$ cat config.mk
export PLATFORM = sky130hd
export DESIGN_NAME = lsu_lane
export DESIGN_NICKNAME = d
export VERILOG_FILES = /design/src/logic/mem_stage_pkg.sv /design/src/logic/lsu_lane.sv
export SDC_FILE = /design/constraint.sdc
export NUM_CORES = 1
export LEC_CHECK = 0
export CELL_PAD_IN_SITES_DETAIL_PLACEMENT = 1
export CELL_PAD_IN_SITES_GLOBAL_PLACEMENT = 1
export CORE_AREA = 2 2 66 68
export DETAILED_ROUTE_END_ITERATION = 10
export DIE_AREA = 0 0 68 70
export DONT_BUFFER_PORTS = 1
export GPL_TIMING_DRIVEN = 0
export PLACE_DENSITY = 0.78
export SYNTH_ARGS = -nofsm -noshare
export SYNTH_HDL_FRONTEND = slang
export SYNTH_SLANG_ARGS = --single-unit
$ cat constraint.sdc
create_clock -name vclk -period 1.2
set_input_delay 0.12 -clock vclk [all_inputs]
set_output_delay 0.12 -clock vclk [all_outputs]
set_load 0.005 [all_outputs]
$ cat src/logic/mem_stage_pkg.sv
package mem_stage_pkg;

    localparam int data_width = 32;
    localparam int addr_width = 32;
    localparam int reg_addr_width = 5;
    localparam int strobe_width = data_width / 8;

    typedef logic [data_width-1:0] data_t;
    typedef logic [addr_width-1:0] addr_t;
    typedef logic [reg_addr_width-1:0] reg_addr_t;
    typedef logic [strobe_width-1:0] strobe_t;   // one enable per byte.

    // operation carried by each lane.
    typedef enum logic [2:0] {
        op_none,
        op_alu,
        op_load,
        op_store,
        op_fence
    } mem_op_t;

    typedef enum logic [1:0] {
        size_byte,
        size_half,
        size_word
    } access_size_t;

endpackage
$ cat src/logic/lsu_lane.sv
`timescale 1ns/100ps

module lsu_lane (
    input  mem_stage_pkg::mem_op_t      issue_op,
    input  mem_stage_pkg::access_size_t issue_size,
    input  logic                        issue_unsigned,
    input  mem_stage_pkg::addr_t        issue_addr,
    input  mem_stage_pkg::data_t        issue_data,
    input  mem_stage_pkg::data_t        mem_rdata,
    output logic                        req_write,
    output mem_stage_pkg::data_t        req_wdata,
    output mem_stage_pkg::strobe_t      req_strobe,
    output mem_stage_pkg::data_t        load_data
);
    import mem_stage_pkg::*;

    logic [7:0]  load_byte;
    logic [15:0] load_half;
    strobe_t     size_strobe;

    assign req_write = (issue_op == op_store);

    // byte and halfword are replicated across the word.
    always_comb begin
        case (issue_size)
            size_byte: begin
                req_wdata = {4{issue_data[7:0]}};
                size_strobe = 4'b0001 << issue_addr[1:0];
            end
            size_half: begin
                req_wdata = {2{issue_data[15:0]}};
                size_strobe = issue_addr[1] ? 4'b1100 : 4'b0011;
            end
            default: begin
                req_wdata = issue_data;
                size_strobe = 4'b1111;
            end
        endcase
    end

    assign req_strobe = req_write ? size_strobe : '0;   // no byte enables for loads.

    assign load_byte = mem_rdata[{issue_addr[1:0], 3'b000} +: 8];
    assign load_half = mem_rdata[{issue_addr[1], 4'b0000} +: 16];   // rounded down.

    always_comb begin
        case (issue_size)
            size_byte: begin
                load_data = issue_unsigned ? {24'h000000, load_byte}
                                           : {{24{load_byte[7]}}, load_byte};
            end
            size_half: begin
                load_data = issue_unsigned ? {16'h0000, load_half}
                                           : {{16{load_half[15]}}, load_half};
            end
            default: begin
                load_data = mem_rdata;
            end
        endcase
    end

endmodule

==> impl_metrics.json <==
{
  "dieWidth_microns": 68,
  "hold_path.class": "in2out",
  "ant_nets": 0,
  "vias": 1458,
  "switching_share_pct": 54.0,
  "portBuffers": 0,
  "fin_area_sq_um": 1500,
  "arrival_ns": 1.09,
  "seq_area_sq_um": 0,
  "fin_nets": 294,
  "crit_type": "in2out",
  "slew_headroom_pct": 62.7,
  "vdd_ir_drop_max_mv": 0.155,
  "cpLargestDelayFamily": "compound AO/OA/AOI/OAI gates",
  "dp_hpwl_mm": 4.07,
  "powerDensity_nw_per_um2": 403,
  "critPathMaxFanout": 7,
  "row_count": 24,
  "diodes": 0,
  "slew_viol_final": 0,
  "synthCells": 186,
  "period_minus_slack_ns": 1.21,
  "end_kind": "output port",
  "via_per_inst": 6.02,
  "leakagePower_nw": 0.618,
  "cp-start-kind": "input port",
  "syn2layout_area_growth_pct": 18.7,
  "ys_warn_count": 0,
  "p_comb_share_pct": 100.0,
  "cp.depth": 4,
  "seq_cell_count": 0,
  "grt_pass1_wl_mm": 7.59,
  "wirelength_mm": 5.28,
  "utilization_pct": 36.2,
  "setup_violations": 3,
  "core-area_sq_um": 4140,
  "intPower_mw": 0.278,
  "critPathMaxStageDelay_ns": 0.35,
  "nClkBuffers": 0,
  "maxCapViolCount": 0,
  "syn_area_sq_um": 1260,
  "die_area_sq_um": 4760,
  "die_h_microns": 70,
  "worstPathRequired_ns": 1.08,
  "critPathBufInv": 1,
  "layout_common_cells": "nor2_1 (25), mux2_2 (18), nand2_1 (18)",
  "cp_slowest_cell": "mux2_2",
  "grt_max_degree": 11,
  "final_common_cell": "nor2_1",
  "placed_area_sq_um": 1330,
  "status": "finished, violations left",
  "max_freq_mhz": 830,
  "grtUsageTotal_pct": 20.2,
  "seqPwrFrac_pct": 0,
  "avgSynthCellArea_sq_um": 6.79,
  "drcViolationCount": 0,
  "p_sw_mw": 0.326,
  "synth_cell_types": 29,
  "cp_cell_sequence": "mux2_2, a22oi_4, buf_2, o22ai_1",
  "whs_path_depth": 1,
  "gr-total-overflow": 0,
  "routedWlPerCell_microns": 21.8,
  "finalCritPeriodShare_pct": 100,
  "ioPinCount": 171,
  "worst_slack_ns": -0.00503,
  "first_pass_iters": 4,
  "drive_gt1_share_pct": 37.4,
  "gp_congestion": 0.844,
  "grt_antenna_before_repair": 0,
  "power_frac_clock_pct": 0,
  "drtIter0Drc": 52,
  "syn-num-nets": 288,
  "hold_violations": 0,
  "seq_area_frac_synth_pct": 0,
  "tns_ns": -0.0143,
  "tightest_slew_ns": 0.559,
  "grt_pass1_vias": 1463,
  "whs_ns": 0.322,
  "violations": "setup timing",
  "initial_core_util_pct": 30.5
}
[power by group through the flow]
stage                     Clock [mW]  Combinational, mW  Sequential [mW]
final                              0              0.604                0
after global routing               0              0.656                0
after CTS                          0              0.557                0
after detailed placement           0              0.529                0
after global placement             0              0.519                0
after floorplan                    0              0.428                0
[synth_stat cells, types with 6 or more instances]
library cell	number	share of area [%]
a21oi_1	11	4.4
a221o_1	7	5.6
buf_2	7	2.8
buf_4	11	6.5
clkbuf_1	6	1.8
mux2_2	17	15
mux2i_1	17	13
nand2_1	19	5.6
nor2_1	25	7.4
nor2b_1	10	5.0
o21ai_0	11	4.4
o221ai_1	8	5.6
o22ai_1	16	7.9
[logic make-up after synthesis]
kind of cell           after synthesis  share of synthesized area (%)
buffers and inverters               32                           15.9
muxes                               35                           29.5
and+or+nand+nor                     61                           22.7
AOI/OAI and AO/OA                   58                           31.9
[repair_timing]
action	4_1_cts	5_1_grt
pin swaps	9	3
setup buffers	2	3
setup endpoints to repair	31	32
hold buffers	0	0
gates resized for setup	14	23
gates cloned	0	1
[routing by layer]
metal	share of wire, %	track usage [%]
met5	0	0
met2	53	38.4
met3	9.5	4.19
met4	0.55	1.11
met1	37	23.3
[worst paths after layout]
kind          start       endpoint
max   issue_addr[0]  load_data[16]
min   issue_data[4]   req_wdata[4]
[stage by stage]
stage / std cells / setup WS, ns / total power, mW
2_1_floorplan: 186 / 0.0113 / 0.428
3_3_place_gp: 238 / -0.182 / 0.519
3_5_place_dp: 238 / -0.204 / 0.529
4_1_cts: 238 / -0.0215 / 0.557
5_1_grt: 242 / -0.00889 / 0.656
6_report: 242 / -0.00503 / 0.604
[area by class of cell]
cell class | instances | area (sq um)
multi-input cells | 154 | 1170
plain buffers | 26 | 205
well taps | 52 | 65.1
fillers | 539 | 2650
inverters | 4 | 18.8
repair buffers | 6 | 42.5
Power figures use the tool's default switching activity.
