## config.mk

```make
export PLATFORM = sky130hd
export DESIGN_NAME = mem_port_arbiter
export DESIGN_NICKNAME = d
export VERILOG_FILES = /design/src/logic/mem_stage_pkg.sv /design/src/logic/mem_port_arbiter.sv
export SDC_FILE = /design/constraint.sdc
export NUM_CORES = 1
export LEC_CHECK = 0
export ABC_AREA = 0
export BUFFER_PORTS_ARGS = -buffer_cell sky130_fd_sc_hd__buf_4
export CAP_MARGIN = 5
export CORE_AREA = 2 2 81 83
export DETAILED_ROUTE_END_ITERATION = 7
export DIE_AREA = 0 0 83 85
export PLACE_DENSITY = 0.67
export SLEW_MARGIN = 40
export SYNTH_ARGS = -nofsm -noshare
export SYNTH_HDL_FRONTEND = slang
export SYNTH_SLANG_ARGS = --single-unit
```

## constraint.sdc

```tcl
create_clock -name clock -period 2.9 [get_ports clock]
set_input_delay 0.435 -clock clock [delete_from_list [all_inputs] [get_ports clock]]
set_output_delay 0.435 -clock clock [all_outputs]
set_load 0.01 [all_outputs]
```

## src/logic/mem_stage_pkg.sv

```systemverilog
package mem_stage_pkg;

    localparam int data_width = 32;
    localparam int addr_width = 32;
    localparam int reg_addr_width = 5;
    localparam int strobe_width = data_width / 8;

    typedef logic [data_width-1:0] data_t;
    typedef logic [addr_width-1:0] addr_t;
    typedef logic [reg_addr_width-1:0] reg_addr_t;
    typedef logic [strobe_width-1:0] strobe_t;   // one enable per byte.

    // operation carried by each lane.
    typedef enum logic [2:0] {
        op_none,
        op_alu,
        op_load,
        op_store,
        op_fence
    } mem_op_t;

    typedef enum logic [1:0] {
        size_byte,
        size_half,
        size_word
    } access_size_t;

endpackage
```

## src/logic/mem_port_arbiter.sv

```systemverilog
`timescale 1ns/100ps

module mem_port_arbiter (
    input  logic                   clock,
    input  logic                   reset,
    input  logic                   req_0,
    input  logic                   req_1,
    input  logic                   write_0,
    input  logic                   write_1,
    input  mem_stage_pkg::addr_t   addr_0,
    input  mem_stage_pkg::addr_t   addr_1,
    input  mem_stage_pkg::data_t   wdata_0,
    input  mem_stage_pkg::data_t   wdata_1,
    input  mem_stage_pkg::strobe_t strobe_0,
    input  mem_stage_pkg::strobe_t strobe_1,
    output logic                   grant_0,
    output logic                   grant_1,
    output logic                   ram_write,
    output mem_stage_pkg::addr_t   ram_addr,
    output mem_stage_pkg::data_t   ram_wdata,
    output mem_stage_pkg::strobe_t ram_strobe
);

    logic served;   // lane 0 went first, lane 1 still owed the port.

    // fixed priority to the older lane.
    assign grant_0 = req_0 & ~served;
    assign grant_1 = req_1 & ~grant_0;

    assign ram_write = (grant_0 & write_0) | (grant_1 & write_1);
    assign ram_addr = grant_1 ? addr_1 : addr_0;
    assign ram_wdata = grant_1 ? wdata_1 : wdata_0;
    assign ram_strobe = grant_1 ? strobe_1 : strobe_0;

    // set on a conflict, gone once lane 1 has had its turn.
    always_ff @(posedge clock) begin
        if (!reset) begin
            served <= 1'b0;
        end else begin
            served <= grant_0 & req_1;
        end
    end

endmodule

```

==> run metrics, run 1 <==
run status=complete, no violations; largest register by flop count=served; post-route setup slack=0.591 ns; io pins=213; number of hold buffers added after CTS=0; synthesized flop and latch total=1; Leakage=1.40 nW; placed cell count=367; Non-Filler Instances=367; Hold WS=0.608 ns; IO buf count=212; fin nets=434; clock slew at reported path FFs=0 ns; DRT antenna net count=0; biggest regs=served (1); Post-synth EDFFs=0; setup bufs post-CTS=0; met2 wire len=2.51 mm; vias in the first global route=1608; syn_nets=226; sequential share of power=3.3%; Multi-input gate area=846 um^2; Async S/R FF share, synth=0%; Starting Density=15.2%; Final period util=79.6%; arrival time worst endpoint=1.87 ns; Ys Warns=0; RD Place Congestion=0.766; residual DRC count=0; Sw Pwr=0.144 mW; Synth area leaders=mux2_2 (70%), mux2_4 (14%), buf_4 (4.0%); R2R Setup Slk=2.23 ns; Slew Viols, Final=0; Worst setup SP type=primary input; Reg area=20.0 um^2; logic gate share of total power=96.7%; Metal-1 WL=1.66 mm; most frequent cell after synthesis=mux2_2; Syn Area/Cell=11.2 um^2; met3 routed WL=647 um; initial antenna violation count=1; diode count=0; core footprint=6200 um^2; Max Cap Viol=0; min cycle time layout=2.31 ns; FMAX=433 MHz; max FFs per register=1; Power Density=177 nW/um^2; chip height=85 um; ys flop type=dfxtp_1; sequential share of the synthesized area=2.12%; Worst Max-Slew Pin Slew=0.391 ns; distinct cell type count after synthesis=12; Critical Path RT=2.47 ns; initial DRC count=6; layout cell share with drive strength beyond 1=97.9%; wire per inst=13.3 um; share of total power in the clock network=0%; cell count after synthesis=84; final core occ=41.7%; Filler cells=625; post-CTS resize count=0; final instance area=2580 um^2; VDD IR max=80.3 uV; critical path class=primary input to output port; post-route setup TNS=0 ns; first-pass GRT wire length=7.58 mm; DP HPWL=4.37 mm; Total Wirelength=4.86 mm; aggregate global-route resource usage=12.5%; Layout Area Growth over Synthesis=174%; crit-path max FO=27; Setup violations, final=0; switching share of power=31.4%; num rows=29; unrepaired setup endpoints after global routing=false; GRT Residual Overflow=0; Crit. End Element=output port; Post-DP Area=2580 um^2; biggest area consumer among synthesized cells=mux2_2; Int Power=0.314 mW; Setup Skew=0 ns; Min-Delay Path Class=flop to flop; Highest Signal Layer=met5; Tot Pwr=0.458 mW; die area=7060 um^2; mapped cell area=945 um^2; Vias/cell=4.16; Commonest cells post-synth=mux2_2 (59), mux2_4 (9), buf_4 (5); largest net degree at the start of global routing=32; pre-CTS setup slack=0.565 ns; Slew headroom=73.9%; post-synth top area share=70.3%; drt first pass iters=2; Clock Latency Late Sink=0 ns; DR vias=1526; chip width=83 um; final hold violations=0
kinds of logic (layout without fill, tap and decap cells):
logic type / after synthesis / after routing / synth area share, %
flip-flops: 1 / 1 / 2.12
buffers and inverters: 9 / 215 / 8.34
multiplexers: 68 / 68 / 84.6
AND/OR/NAND/NOR: 5 / 5 / 4.37
AO/OA/AOI/OAI: 1 / 1 / 0.529
final cells by class:
cell class              instances  area share [%]
repair buffers                214            62.6
well taps                      77            3.73
inverters                       1           0.145
flip-flops and latches          1           0.774
multi-input cells              74            32.7
final timing paths:
check	startpoint	to	cells after the start
worst max-delay path	req_0	ram_addr[31]	6
worst min-delay path	served$_SDFF_PN0_	served$_SDFF_PN0_	2
worst max register to register	served$_SDFF_PN0_	served$_SDFF_PN0_	2
worst min register to register	served$_SDFF_PN0_	served$_SDFF_PN0_	2
critical path, cell delays in order:
cell	delay [ns]
buf_4	0.08
nor2b_4	0.16
nand2b_4	0.38
buf_4	0.31
mux2_2	0.36
buf_4	0.15
placed cells by master (no fill, tap or decap):
cell type,count
nor2b_4,1
mux2_4,9
inv_1,1
nand2_1,2
buf_12,1
and3_1,1
mux2_2,59
dfxtp_1,1
nand2b_4,1
buf_4,213
o21ai_0,1
routing by layer:
layer	up-vias	GRT usage, %
li1	727	-
met1	661	14.0
met2	130	23.8
met3	6	4.28
met4	2	1.04
met5	-	0
power by group through the flow:
stage	logic (mW)	clock network (mW)	registers, mW
2_1_floorplan	0.179	0	0.0150
3_3_place_gp	0.444	0	0.0150
3_5_place_dp	0.449	0	0.0150
4_1_cts	0.450	0	0.0150
5_1_grt	0.475	0	0.0151
6_report	0.443	0	0.0150
Power figures use the tool's default switching activity.
==> run 2: changes to the inputs <==
- ABC_AREA: 0 -> 1
- CORE_AREA: 2 2 81 83 -> 2 2 83 85
- DIE_AREA: 0 0 83 85 -> 0 0 85 87
- clock period: 2.9 -> 2.3 ns (I/O delays scaled with it)
==> run 2 against run 1 <==
Setup slack lost 0.16 ns. Global-route usage grew 1.3 points. Critical endpoint is now ram_write. Synthesized area grew 9.8%. Highest routed layer is now met4.
==> run metrics, run 2 <==
Worst Max-Slew Pin Slew=0.663 ns; FMAX=535 MHz; Synth Area in Adders=0%; Layout Area Growth over Synthesis=156%; Non-Filler Instances=510; Register-to-Register Path Depth=4; die area=7400 um^2; layout cell share with drive strength beyond 1=50.5%; unrepaired setup endpoints after global routing=false; post-synth top area share=50.3%; synthesized flop and latch total=1; arrival time worst endpoint=1.52 ns; Setup violations, final=0; initial antenna violation count=0; first-pass GRT wire length=8.94 mm; sequential share of the synthesized area=1.93%; Slew Viols, Final=0; Ys Warns=0; Critical Path RT=1.96 ns; Post-Synth Simple-Gate Area=85.2%; mux cell area share after synthesis=0%; met2 wire len=3.06 mm; Leakage=1.67 nW; critical path's top delay family=buffers and inverters; Max Cap Viol=0; Async S/R FF share, synth=0%; cell count after synthesis=237; Slew headroom=55.8%; DR vias=2226; GRT Residual Overflow=0; reg2reg end=served$_SDFF_PN0_; Hold Crit Endpoint=served$_SDFF_PN0_; Buf/Inv on CP=4; CP max-delay cell=buf_4; chip width=85 um; drt first pass iters=5; Hold WS=0.582 ns; residual DRC count=0; Tot Pwr=0.609 mW; post-CTS resize count=0; largest register by flop count=served; Metal-1 WL=1.98 mm; diode count=0; critical-path cell list=buf_4 -> nand2_2 -> buf_4 -> inv_1 -> nand2_1 -> nand2_1 -> buf_4; hold path cells=3; met3 routed WL=646 um; Worst Hold Launch=reset; RD Place Congestion=0.768; Crit. End Element=output port; min cycle time layout=1.87 ns; Starting Density=15.8%; most common cell after layout, fill and taps aside=buf_4; Commonest cells post-synth=nand2_1 (139), nand3_1 (69), buf_2 (20); run status=complete, no violations; vias in the first global route=2073; distinct cell type count after synthesis=8; number of hold buffers added after CTS=0; num rows=30; DP HPWL=4.55 mm; IO buf count=212; chip height=87 um; final hold violations=0; Post-synth EDFFs=0; VDD IR max=109 uV; Highest Signal Layer=met4; placed cell count=510; mapped cell area=1040 um^2; Synth area leaders=nand2_1 (50%), nand3_1 (33%), buf_2 (9.7%); DRT antenna net count=0; critical path class=primary input to output port; Setup Skew=0 ns; Worst setup SP type=primary input; Min-Delay Path Class=primary input to flop; post-route setup TNS=0 ns; most frequent cells in the layout=buf_4 (213), nand2_1 (139), nand3_1 (69); syn_nets=379; R2R Setup Slk=1.16 ns; crit-path max FO=71; io pins=213; Syn Area/Cell=4.38 um^2; Compound-Gate Fraction of Synth Area=0%; largest family of logic cells by synthesized area=simple AND/OR/NAND/NOR gates; Final period util=81.2%; Total Wirelength=5.71 mm; slowest stage delay, CP=0.53 ns; Vias/cell=4.36; xor/xnor share of the synthesized area=0%; biggest area consumer among synthesized cells=nand2_1; aggregate global-route resource usage=13.8%; initial DRC count=55; clock slew at reported path FFs=0 ns; r2r startpoint=served$_SDFF_PN0_; most frequent cell after synthesis=nand2_1; setup bufs post-CTS=0; wire per inst=11.2 um; max FFs per register=1; final core occ=40.4%; Most common cell on crit path=buf_4; Clock Latency Late Sink=0 ns; largest net degree at the start of global routing=72; fin nets=574; core footprint=6570 um^2; biggest regs=served (1); ys flop type=dfxtp_1; Power Density=229 nW/um^2
[run 2: cell count changes after synthesis, moves of 2 or more]
cell     before  now
nand2_1       2  139
nand3_1       0   69
mux2_2       59    0
buf_2         0   20
mux2_4        9    0
buf_4         5    0
inv_1         1    3
nand2_2       0    2
[run 2: tightest hold or removal path, delay by kind of cell]
kind	cells	cell delay [ns]
and+or+nand+nor	2	0.12
buffers and inverters	1	0.08
[run 2: metrics by stage]
stage | area (um^2) | worst slack [ns]
global route | 2650 | 0.343
detailed placement | 2650 | 0.451
global placement | 2650 | 0.447
floorplan | 1040 | 0.998
finish | 2650 | 0.432
CTS | 2650 | 0.444
[run 2: worst max-delay path by stage]
stage | from | end | slack (ns) | cells past startpoint
floorplan | req_1 | ram_strobe[0] | 1.0 | 6
global placement | req_0 | ram_write | 0.45 | 6
detailed placement | req_0 | ram_write | 0.45 | 6
CTS | req_0 | ram_write | 0.44 | 7
global route | req_0 | ram_addr[29] | 0.34 | 6
finish | req_0 | ram_write | 0.43 | 7
[run 2: logic make-up (layout without fill, tap and decap cells)]
group         Yosys count  count (layout)
buf+inv                25             218
flops                   1               1
simple gates          211             211
[run 2: cell type report]
type | count | area, um^2
Fill cell | 727 | 3920
Timing Repair Buffer | 215 | 1640
Multi-Input combinational cell | 211 | 883
Tap cell | 80 | 100
Sequential cell | 1 | 20.0
Inverter | 3 | 11.3
[run 2: layer usage]
metal  vias up  global-route usage [%]
li1       1141                       -
met1       949                    15.0
met2       132                    28.1
met3         4                    3.03
met4         0                    1.30
met5         -                       0
[run 2: power breakdown]
part	switching (mW)	leakage (nW)	internal, mW
clock	0	0	0
sequential	0.000183	0.00820	0.0184
combinational	0.252	1.66	0.338
==> run 3: changes to the inputs <==
- ABC_AREA: 1 -> 0
- CORE_AREA: 2 2 83 85 -> 2 2 82 84
- DIE_AREA: 0 0 85 87 -> 0 0 84 86
- PLACE_DENSITY: 0.67 -> 0.66
- clock period: 2.3 -> 1.9 ns (I/O delays scaled with it)
==> run 3 against run 2 <==
Power increased by 16%. Critical path type unchanged. Largest cell class unchanged. Utilization up 0.98 points. Sequential share of layout area about the same. Combinational power increased by 15%.
==> run metrics, run 3 (synthesized netlist as in run 1, its figures left out) <==
diode count=0; Power Density=271 nW/um^2; initial DRC count=7; R2R Setup Slk=1.22 ns; Worst Max-Slew Pin Slew=0.205 ns; Worst Hold Launch=reset; num rows=29; critical path class=primary input to output port; DP HPWL=4.40 mm; most frequent cells in the layout=buf_4 (212), mux2_2 (59), mux2_4 (9); post-route setup TNS=0 ns; FMAX=577 MHz; run status=complete, no violations; DR vias=1507; Hold Crit Endpoint=served$_SDFF_PN0_; chip height=86 um; IO buf count=212; hold path cells=2; Setup Skew=0 ns; Worst setup SP type=primary input; largest net degree at the start of global routing=36; min cycle time layout=1.73 ns; Leakage=1.40 nW; post-route setup slack=0.167 ns; max FFs per register=1; DRT antenna net count=0; Crit. End Element=output port; biggest regs=served (1); drt first pass iters=2; vias in the first global route=1536; GRT Residual Overflow=0; initial antenna violation count=0; residual DRC count=0; Total Wirelength=4.90 mm; arrival time worst endpoint=1.45 ns; Min-Delay Path Class=primary input to flop; Max Cap Viol=0; Starting Density=15.0%; VDD IR max=141 uV; Clock Latency Late Sink=0 ns; crit-path max FO=35; Register-to-Register Path Depth=2; largest register by flop count=served; Layout Area Growth over Synthesis=175%; final core occ=41.4%; aggregate global-route resource usage=12.5%; reg2reg end=served$_SDFF_PN0_; setup bufs post-CTS=0; io pins=213; first-pass GRT wire length=7.62 mm; r2r startpoint=served$_SDFF_PN0_; Vias/cell=4.11; Slew Viols, Final=0; chip width=84 um; core footprint=6280 um^2; RD Place Congestion=0.718; Critical Path RT=1.62 ns; unrepaired setup endpoints after global routing=false; number of hold buffers added after CTS=0; clock slew at reported path FFs=0 ns; fin nets=434; Setup violations, final=0; layout cell share with drive strength beyond 1=97.9%; die area=7220 um^2; most common cell after layout, fill and taps aside=buf_4; final hold violations=0; Final period util=91.2%; post-CTS resize count=0; wire per inst=13.3 um; Slew headroom=86.3%; pre-CTS setup slack=0.156 ns
run 3: changes by cell type in the layout (fill, tap and decap cells not counted), sizes merged, moves of 2 or more:
| cell | delta |
|---|---|
| nand3 | -69 |
| mux2 | +68 |
| inv | -2 |
| nand2 | -139 |
run 3: final cells by class:
cell class                      count  area (um^2)
Timing Repair Buffer              214         1630
Tap cell                           77         96.3
Multi-Input combinational cell     74          846
Fill cell                         620         3680
Sequential cell                     1         20.0
Inverter                            1         3.75
run 3: how the worst max path moves through the flow:
stage / start / end / slack [ns] / cells past startpoint
floorplan: served$_SDFF_PN0_ / ram_strobe[0] / 0.31 / 6
global placement: req_0 / ram_addr[4] / 0.17 / 6
detailed placement: req_0 / ram_addr[4] / 0.16 / 6
CTS: req_0 / ram_addr[4] / 0.15 / 6
global route: req_0 / ram_addr[4] / 0.09 / 6
finish: req_0 / ram_addr[4] / 0.17 / 6
run 3: critical path: stages:
cell	delay, ns
buf_4	0.08
nor2b_4	0.16
nand2b_4	0.17
buf_12	0.22
mux2_2	0.37
buf_4	0.15
run 3: per-layer routing:
layer  track usage [%]  routed length (um)  part of all wire (%)
met3              4.33                 660                    13
met5                 0                   0                     0
met1              14.5                1730                    35
met4                 0                   0                     0
met2              23.4                2500                    51
run 3: power by group:
| group | switching, mW | total, mW | leakage (nW) | internal (mW) |
|---|---|---|---|---|
| logic | 0.220 | 0.681 | 1.39 | 0.461 |
| clock network | 0 | 0 | 0 | 0 |
| registers | 0.000665 | 0.0230 | 0.00820 | 0.0223 |
| total | 0.220 | 0.704 | 1.40 | 0.483 |
run 3: stage by stage:
stage | instance area (um^2) | instances | hold slack (ns) | power [mW]
global route | 2600 | 367 | 0.547 | 0.756
global placement | 2600 | 367 | 0.543 | 0.706
floorplan | 945 | 84 | 0.431 | 0.296
finish | 2600 | 367 | 0.538 | 0.704
detailed placement | 2600 | 367 | 0.542 | 0.712
CTS | 2600 | 367 | 0.545 | 0.714
