**config.mk**
```make
export PLATFORM = sky130hd
export DESIGN_NAME = memory_stage
export DESIGN_NICKNAME = d
export VERILOG_FILES = /design/src/logic/mem_stage_pkg.sv /design/src/logic/memory_stage.sv
export SDC_FILE = /design/constraint.sdc
export NUM_CORES = 1
export LEC_CHECK = 0
export ABC_AREA = 0
export BUFFER_PORTS_ARGS = -buffer_cell sky130_fd_sc_hd__buf_2
export CORE_AREA = 2 2 145 147
export DETAILED_ROUTE_END_ITERATION = 10
export DIE_AREA = 0 0 147 149
export PLACE_DENSITY_LB_ADDON = 0.05
export RECOVER_POWER = 100
export SYNTH_ARGS = -nofsm -noshare
export SYNTH_HDL_FRONTEND = slang
export SYNTH_SLANG_ARGS = --single-unit
```
**constraint.sdc**
```tcl
create_clock -name clock -period 2.37 [get_ports clock]
set_input_delay 0.474 -clock clock [delete_from_list [all_inputs] [get_ports clock]]
set_output_delay 0.474 -clock clock [all_outputs]
set_load 0.1 [all_outputs]
```
**src/logic/mem_stage_pkg.sv**
```systemverilog
package mem_stage_pkg;

    localparam int data_width = 32;
    localparam int addr_width = 32;
    localparam int reg_addr_width = 5;
    localparam int strobe_width = data_width / 8;

    typedef logic [data_width-1:0] data_t;
    typedef logic [addr_width-1:0] addr_t;
    typedef logic [reg_addr_width-1:0] reg_addr_t;
    typedef logic [strobe_width-1:0] strobe_t;   // one enable per byte.

    // operation carried by each lane.
    typedef enum logic [2:0] {
        op_none,
        op_alu,
        op_load,
        op_store,
        op_fence
    } mem_op_t;

    typedef enum logic [1:0] {
        size_byte,
        size_half,
        size_word
    } access_size_t;

endpackage
```
**src/logic/memory_stage.sv**
```systemverilog
`timescale 1ns/100ps

module memory_stage (
    input  logic                        clock,
    input  logic                        reset,
    input  logic                        clear,
    input  mem_stage_pkg::mem_op_t      issue_op_0,
    input  mem_stage_pkg::mem_op_t      issue_op_1,
    input  mem_stage_pkg::access_size_t issue_size_0,
    input  mem_stage_pkg::access_size_t issue_size_1,
    input  logic                        issue_unsigned_0,
    input  logic                        issue_unsigned_1,
    input  mem_stage_pkg::addr_t        issue_addr_0,
    input  mem_stage_pkg::addr_t        issue_addr_1,
    input  mem_stage_pkg::data_t        issue_data_0,
    input  mem_stage_pkg::data_t        issue_data_1,
    input  mem_stage_pkg::reg_addr_t    issue_waddr_0,
    input  mem_stage_pkg::reg_addr_t    issue_waddr_1,
    input  logic                        grant_0,
    input  logic                        grant_1,
    input  mem_stage_pkg::data_t        load_data_0,
    input  mem_stage_pkg::data_t        load_data_1,
    output logic                        req_0,
    output logic                        req_1,
    output logic                        stall,
    output logic                        wb_wren_0,
    output logic                        wb_wren_1,
    output mem_stage_pkg::reg_addr_t    wb_waddr_0,
    output mem_stage_pkg::reg_addr_t    wb_waddr_1,
    output mem_stage_pkg::data_t        wb_wdata_0,
    output mem_stage_pkg::data_t        wb_wdata_1,
    output logic                        fwd_wren_0,
    output logic                        fwd_wren_1,
    output mem_stage_pkg::reg_addr_t    fwd_waddr_0,
    output mem_stage_pkg::reg_addr_t    fwd_waddr_1,
    output mem_stage_pkg::data_t        fwd_wdata_0,
    output mem_stage_pkg::data_t        fwd_wdata_1
);
    import mem_stage_pkg::*;

    logic  hold_valid;   // second cycle of a conflict.
    data_t hold_data;
    logic  squash_1;
    logic  mem_0;
    logic  mem_1;
    logic  wr_op_0;
    logic  wr_op_1;

    // a fence in lane 0 kills the younger lane.
    assign squash_1 = clear | (issue_op_0 == op_fence);

    assign mem_0 = (issue_op_0 == op_load) | (issue_op_0 == op_store);
    assign mem_1 = (issue_op_1 == op_load) | (issue_op_1 == op_store);
    assign wr_op_0 = (issue_op_0 == op_alu) | (issue_op_0 == op_load);
    assign wr_op_1 = (issue_op_1 == op_alu) | (issue_op_1 == op_load);

    assign req_0 = mem_0 & ~clear & ~hold_valid;   // lane 0 is not served twice.
    assign req_1 = mem_1 & ~squash_1;

    // both requests drop under clear, so stall does too.
    assign stall = (req_0 & ~grant_0) | (req_1 & ~grant_1);

    always_comb begin
        if (issue_op_0 == op_load) begin
            fwd_wdata_0 = hold_valid ? hold_data : load_data_0;
        end else begin
            fwd_wdata_0 = issue_data_0;
        end
        fwd_wdata_1 = (issue_op_1 == op_load) ? load_data_1 : issue_data_1;
    end

    assign fwd_waddr_0 = issue_waddr_0;
    assign fwd_waddr_1 = issue_waddr_1;

    // x0 never written.
    assign fwd_wren_0 = wr_op_0 & ~clear & ~stall & (issue_waddr_0 != '0);
    assign fwd_wren_1 = wr_op_1 & ~squash_1 & ~stall & (issue_waddr_1 != '0);

    always_ff @(posedge clock) begin
        if (!reset) begin
            hold_valid <= 1'b0;
            wb_wren_0 <= 1'b0;
            wb_wren_1 <= 1'b0;
        end else begin
            hold_valid <= stall;
            wb_wren_0 <= fwd_wren_0;
            wb_wren_1 <= fwd_wren_1;
        end
    end

    always_ff @(posedge clock) begin
        if (stall) begin
            hold_data <= load_data_0;   // lane 0 owns the port this cycle.
        end
        wb_waddr_0 <= fwd_waddr_0;
        wb_waddr_1 <= fwd_waddr_1;
        wb_wdata_0 <= fwd_wdata_0;
        wb_wdata_1 <= fwd_wdata_1;
    end

endmodule

```
==> results of run 1 <==
[state kept, by name, summed over array words and instances (netlist names)]
signal	count
hold_data	32
hold_valid	1
wb_waddr_0	5
wb_waddr_1	5
wb_wdata_0	32
wb_wdata_1	32
wb_wren_0	1
wb_wren_1	1
[Yosys cell counts]
cell      instances  share of area, %
a31oi_1           1              0.17
or2_2             1              0.17
nor2_1           35               3.5
dfxtp_1          77                41
edfxtp_1         32                25
buf_1             3              0.30
a21oi_1          32               4.2
nor3b_1           3              0.60
inv_1             2              0.20
buf_2            10               1.3
xor2_1            1              0.23
mux2_1           32               9.5
o21ai_0           1              0.13
nor3_1            2              0.26
o22ai_1           1              0.17
o22ai_2           1              0.33
nand2b_1          1              0.17
mux2i_1          32               8.5
or2_1             1              0.17
or4b_1            1              0.26
nor4_1            2              0.33
buf_6             1              0.30
or4_1             2              0.40
and2_1            1              0.17
buf_4            10               2.0
or4b_4            1              0.36
[cell families (layout without fill, tap and decap cells)]
logic type	Yosys count	in the layout
flip-flops	109	109
XOR/XNOR	1	1
buffers and inverters	26	335
AND/OR/NAND/NOR	50	50
multiplexers	64	64
AO/OA/AOI/OAI	36	36
[worst register-to-register path, stage by stage, from the launching register on]
cell and delay, ns:
dfxtp_2 0.33, or4b_4 0.55, o22ai_4 0.21, buf_4 0.16, clkbuf_2 0.52
[cell type report]
cell class | instances | area (um^2) | area share (%)
inverter | 2 | 7.51 | 0.116
tap | 275 | 344 | 5.32
multi-input combinational | 151 | 1520 | 23.5
clock inverter | 5 | 33.8 | 0.523
clock buffer | 11 | 243 | 3.76
timing repair buffer | 317 | 1810 | 28.0
sequential | 109 | 2500 | 38.7
[per-layer routing]
metal / vias to the layer above / GRT usage [%] / wire (um)
li1: 1604 / - / -
met1: 1535 / 12.5 / 5130
met2: 178 / 20.0 / 6540
met3: 9 / 5.08 / 1250
met4: 0 / 3.32 / 136
met5: - / 0 / 0
[metrics by stage]
step	utilization, %	cell area (um^2)
4_1_cts	33.2	6820
3_3_place_gp	31.8	6540
3_5_place_dp	31.8	6540
6_report	31.4	6460
5_1_grt	31.4	6460
2_1_floorplan	-	4180
[path summary, 6_finish.rpt]
path / from / cells past startpoint / end
hold reg to reg: hold_data[19] / 2 / wb_wdata_0[19]
setup reg to reg: hold_valid / 4 / hold_data[19]
hold / removal: issue_waddr_1[2] / 1 / wb_waddr_1[2]
setup / recovery: hold_valid / 4 / fwd_wren_1
[power by group]
part	switching, mW	leakage [nW]	total, mW	internal (mW)
sequential	0.0266	0.942	2.06	2.03
combinational	1.68	1.49	2.04	0.363
clock	0.707	0.138	1.45	0.746
[what timing repair did]
action | 4_1_cts | 5_1_grt
endpoints found under the setup margin | 33 | 15
hold buffers | 0 | 0
setup buffers | 0 | 0
resized for setup | 2 | 13
==> out/qor.txt, run 1 <==
Worst path top cell family by delay - simple AND/OR/NAND/NOR gates
worst path required time - 1.90 ns
RSZ-0062 raised after global routing - no
most frequent cells in the layout - buf_2 (150), clkbuf_1 (112), dfxtp_1 (76), nor2_1 (34)
Mapped Nets - 505
CTS buffer count - 9
yosys warns - 0
clock buffer depth - 2
Crit Path Class - reg2out
Slew HR - 16.4%
Post-Synth Adder-Cell Area - 0%
dpl ws - 0.0373 ns
critical path, cell by cell - or4b_4, o22ai_2, nor3_4, buf_2
fill cell count - 2219
core area - 0.0206 mm^2
actual slew at the worst max-slew pin - 1.26 ns
Worst VDD drop - 0.338 mV
largest family of logic cells by synthesized area - multiplexers
Final GP Congestion - 0.734
Synth Area in XOR/XNOR - 0.232%
Die Ht - 149 um
commonest non-fill, non-tap cell in the layout - buf_2
fin crit period - 2.30 ns
CP bufs+invs - 1
setup_tns - 0 ns
total routed wirelength - 13000 um
TritonRoute pass-1 iters - 4
Worst-path clk slew - 0.08 ns
drt drc - 0
Worst Setup Start Kind - register
max-cap viol count - 0
syn avg cell area - 13.2 um^2
Leak - 2.57 nW
Synth Area in Simple Gates - 6.36%
Die W - 147 um
vias - 3326
antenna fix cells - 0
largest net degree at the start of global routing - 33
first-pass GRT wire length - 18800 um
placed instance count - 854
Worst Path Max Fanout - 3
Antenna Nets Post-Route - 0
status - finished clean
Compound-Gate Fraction of Synth Area - 5.03%
FP Rows - 53
Detailed Route Iter0 Violations - 84
layout overhead on the synthesized area - 71.1%
initial antenna violation count - 1
Worst setup EP type - primary output
Final Hold Fails - 0
NumNets Final - 809
Clock Root Buffer - clkbuf_16
Slew Limit Fails - 0
# clock sinks - 109
Seq cells post-synth - 109
drt wl/cell - 15.0 um
GRT Total Usage - 11.4%
fraction of layout instances using a drive strength above 1 - 43.9%
fin cells - 870
vias in the first global route - 3353
I/O Buffers - 303
Fmax - 435 MHz
Post-DP HPWL - 10300 um
skew final - 0.0115 ns
Post-Synthesis Cells - 286
post-synthesis mux area share - 18.0%
R2R Setup Slk - 0.22 ns
Cell Area, Synth - 0.00378 mm^2
GRT Residual Overflow - 0
crit share post-route - 96.9%
Yosys cell types - 26
Slowest-stage cell, CP - or4b_4
H-tree levels - 3
hold crit path type - in2reg
P per Cell Area - 859 mW/mm^2
Worst Path Arrival - 1.82 ns
I/O pins - 374
setup violators final - 0
CTS tree - built
worst hold slack - 0.248 ns
register area share after synthesis - 66.2%
Clk Latency, worst-skew pair - 0.35 ns
die area - 0.0219 mm^2
post-route setup slack - 0.0727 ns
Initial Utilization - 18.4%
vias per cell - 3.82
max incr delay on CP - 0.55 ns
Power Total - 5.55 mW
(Power assumes the default switching activity.)
==> run 2, diff against run 1 <==
--- a/config.mk
+++ b/config.mk
@@ -5,13 +5,14 @@
 export SDC_FILE = /design/constraint.sdc
 export NUM_CORES = 1
 export LEC_CHECK = 0
-export ABC_AREA = 0
+export ABC_AREA = 1
 export BUFFER_PORTS_ARGS = -buffer_cell sky130_fd_sc_hd__buf_2
-export CORE_AREA = 2 2 145 147
+export CORE_AREA = 2 2 146 148
 export DETAILED_ROUTE_END_ITERATION = 10
-export DIE_AREA = 0 0 147 149
+export DIE_AREA = 0 0 148 150
 export PLACE_DENSITY_LB_ADDON = 0.05
 export RECOVER_POWER = 100
 export SYNTH_ARGS = -nofsm -noshare
 export SYNTH_HDL_FRONTEND = slang
 export SYNTH_SLANG_ARGS = --single-unit
+export TNS_END_PERCENT = 30
==> out/qor.txt, run 2 <==
hold buffer count at CTS - 0 (unchanged)
register area share after synthesis - 63.5% (was 66.2%)
post-CTS setup buffers - 0 (unchanged)
Synth top cells by count - dfxtp_1 (77), nor2_1 (73), nand2_1 (38) (was dfxtp_1 (77), nor2_1 (35))
CTS buffer count - 9 (unchanged)
Switching Share - 43.0% (was 43.4%)
fin cells - 913 (was 870)
Synth Area in XOR/XNOR - 0% (was 0.232%)
placed instance count - 895 (was 854)
fin crit period - 2.24 ns (was 2.30 ns)
status - finished clean (unchanged)
commonest non-fill, non-tap cell in the layout - buf_2 (unchanged)
most frequent cell after synthesis - dfxtp_1 (unchanged)
Comb pwr share - 36.9% (was 36.7%)
Slowest-stage cell, CP - o31ai_1 (was or4b_4)
top cells by area, synth - dfxtp_1 (39%), edfxtp_1 (24%), mux2_2 (9.1%), nor2_1 (7.0%), o31ai_2 (5.7%) (was dfxtp_1 (41%), edfxtp_1 (25%), mux2_1 (9.5%), mux2i_1 (8.5%), a21oi_1 (4.2%))
max incr delay on CP - 0.45 ns (was 0.55 ns)
final instance area - 0.00652 mm^2 (was 0.00646 mm^2)
worst path required time - 1.90 ns (about the same)
setup violators final - 0 (unchanged)
post-synthesis mux area share - 9.14% (was 18.0%)
dpl ws - 0.237 ns (was 0.0373 ns)
Worst Path Max Fanout - 27 (was 3)
Initial Utilization - 19.0% (was 18.4%)
Power Total - 5.59 mW (was 5.55 mW)
Die W - 148 um (was 147 um)
GRT Residual Overflow - 0 (unchanged)
core area - 0.0207 mm^2 (was 0.0206 mm^2)
Synth Area in Simple Gates - 12.8% (was 6.36%)
CTS resizes - 0 (was 2)
clock buffer depth - 2 (unchanged)
Clock Power Share - 26.2% (about the same)
total internal power - 3.18 mW (was 3.14 mW)
TritonRoute pass-1 iters - 6 (was 4)
Seq cells post-synth - 109 (unchanged)
Final GP Congestion - 0.727 (was 0.734)
leading area contributor after synthesis - dfxtp_1 (unchanged)
Worst VDD drop - 0.302 mV (was 0.338 mV)
I/O pins - 374 (unchanged)
Detailed Route Iter0 Violations - 74 (was 84)
NumNets Final - 850 (was 809)
FP Rows - 53 (unchanged)
Clock Root Buffer - clkbuf_16 (unchanged)
Worst Setup Start Kind - input port (was register)
Yosys top cell area share - 39.1% (was 40.8%)
skew final - 0.00736 ns (was 0.0115 ns)
die area - 0.0222 mm^2 (was 0.0219 mm^2)
Compound-Gate Fraction of Synth Area - 8.63% (was 5.03%)
Antenna Nets Post-Route - 0 (unchanged)
Leak - 2.82 nW (was 2.57 nW)
largest family of logic cells by synthesized area - simple AND/OR/NAND/NOR gates (was multiplexers)
fill cell count - 2239 (was 2219)
Post-Synthesis Cells - 336 (was 286)
H-tree levels - 3 (unchanged)
Final Hold Fails - 0 (unchanged)
Slew Limit Fails - 0 (unchanged)
P per Cell Area - 857 mW/mm^2 (was 859 mW/mm^2)
Yosys cell types - 22 (was 26)
Main synth FF type - dfxtp_1 (unchanged)
Mapped Nets - 555 (was 505)
Slew HR - 15.9% (was 16.4%)
Post-DP HPWL - 11000 um (was 10300 um)
syn avg cell area - 11.7 um^2 (was 13.2 um^2)
hold crit path type - in2reg (unchanged)
Cell Area, Synth - 0.00394 mm^2 (was 0.00378 mm^2)
Die Ht - 150 um (was 149 um)
RSZ-0062 raised after global routing - no (unchanged)
critical path, cell by cell - buf_2, nor2_2, nand2_4, buf_12, o31ai_1, buf_12 (was or4b_4, o22ai_2, nor3_4, buf_2)
layout overhead on the synthesized area - 65.4% (was 71.1%)
fraction of layout instances using a drive strength above 1 - 38.5% (was 43.9%)
post-route setup slack - 0.128 ns (was 0.0727 ns)
yosys warns - 0 (unchanged)
vias per cell - 3.86 (was 3.82)
Largest regs - hold_data: 32 flops, wb_wdata_0: 32 flops, wb_wdata_1: 32 flops (unchanged)
GRT Total Usage - 12.2% (was 11.4%)
setup_tns - 0 ns (unchanged)
Crit Path Class - in2out (was reg2out)
P_sw - 2.40 mW (was 2.41 mW)
crit share post-route - 94.6% (was 96.9%)
max-cap viol count - 0 (unchanged)
drt wl/cell - 15.2 um (was 15.0 um)
initial antenna violation count - 5 (was 1)
Fmax - 446 MHz (was 435 MHz)
drt drc - 0 (unchanged)
first-pass GRT wire length - 20500 um (was 18800 um)
Async SR Flop Fraction - 0% (unchanged)
largest net degree at the start of global routing - 39 (was 33)
Worst-path clk slew - 0.08 ns (about the same)
Post-Synth Adder-Cell Area - 0% (unchanged)
Post-synth EDFFs - 32 (unchanged)
# clock sinks - 109 (unchanged)
Clk Latency, worst-skew pair - 0.35 ns (about the same)
total routed wirelength - 13900 um (was 13000 um)
vias in the first global route - 3689 (was 3353)
worst hold slack - 0.264 ns (was 0.248 ns)
CTS tree - built (unchanged)
Layout Utilization - 31.5% (was 31.4%)
Worst Path Arrival - 1.77 ns (was 1.82 ns)
I/O Buffers - 303 (unchanged)
vias - 3521 (was 3326)
Placed Instance Area - 0.00690 mm^2 (was 0.00654 mm^2)
R2R Setup Slk - 0.34 ns (was 0.22 ns)
most numerous cell on the critical path - buf_12
actual slew at the worst max-slew pin - 1.27 ns (was 1.26 ns)
Seq pwr share - 36.8% (was 37.1%)
most frequent cells in the layout - buf_2 (119), clkbuf_1 (116), dfxtp_1 (76), nor2_1 (71), nand2_1 (37) (was buf_2 (150), clkbuf_1 (112), dfxtp_1 (76), nor2_1 (34))
Worst setup EP type - primary output (unchanged)
==> run 2: final timing paths <==
| kind | startpoint | cells after the start | to |
|---|---|---|---|
| max reg2reg | hold_valid | 5 | hold_data[11] |
| min | issue_waddr_1[1] | 1 | wb_waddr_1[1] |
| min reg2reg | hold_data[11] | 2 | wb_wdata_0[11] |
| max | issue_op_0[2] | 6 | fwd_wdata_0[8] |
==> run 2: routing by layer <==
metal,track usage [%],routed length (um)
met1,12.4,5080
met2,22.0,6950
met3,6.40,1690
met4,3.29,127
met5,0,13
==> run 2: cell families after synthesis <==
group,after synthesis
AND/OR/NAND/NOR,124
flip-flops,109
AO/OA/AOI/OAI,34
buffers and inverters,37
multiplexers,32
==> run 2: power groups by stage <==
stage	registers [mW]	clock network [mW]	logic, mW
after global placement	2.10	0	2.28
after detailed placement	2.10	0	2.28
after floorplan	2.78	0	0.934
after global routing	2.07	1.62	2.13
final	2.06	1.47	2.06
after CTS	2.06	1.56	2.28
==> run 2: critical path: cells and delay by family <==
kind | cells | cell delay [ns]
buf+inv | 3 | 0.55
compound gates | 1 | 0.45
simple gates | 2 | 0.26
==> run 2: cell type report <==
| class | count | area [um^2] | share of cell area, % |
|---|---|---|---|
| flip-flops and latches | 109 | 2500 | 38.4 |
| inverters | 10 | 37.5 | 0.576 |
| clock buffers | 12 | 246 | 3.78 |
| multi-input cells | 190 | 1330 | 20.4 |
| diodes | 2 | 5.00 | 0.0768 |
| well taps | 275 | 344 | 5.28 |
| clock inverters | 4 | 32.5 | 0.499 |
| repair buffers | 311 | 2020 | 31.0 |
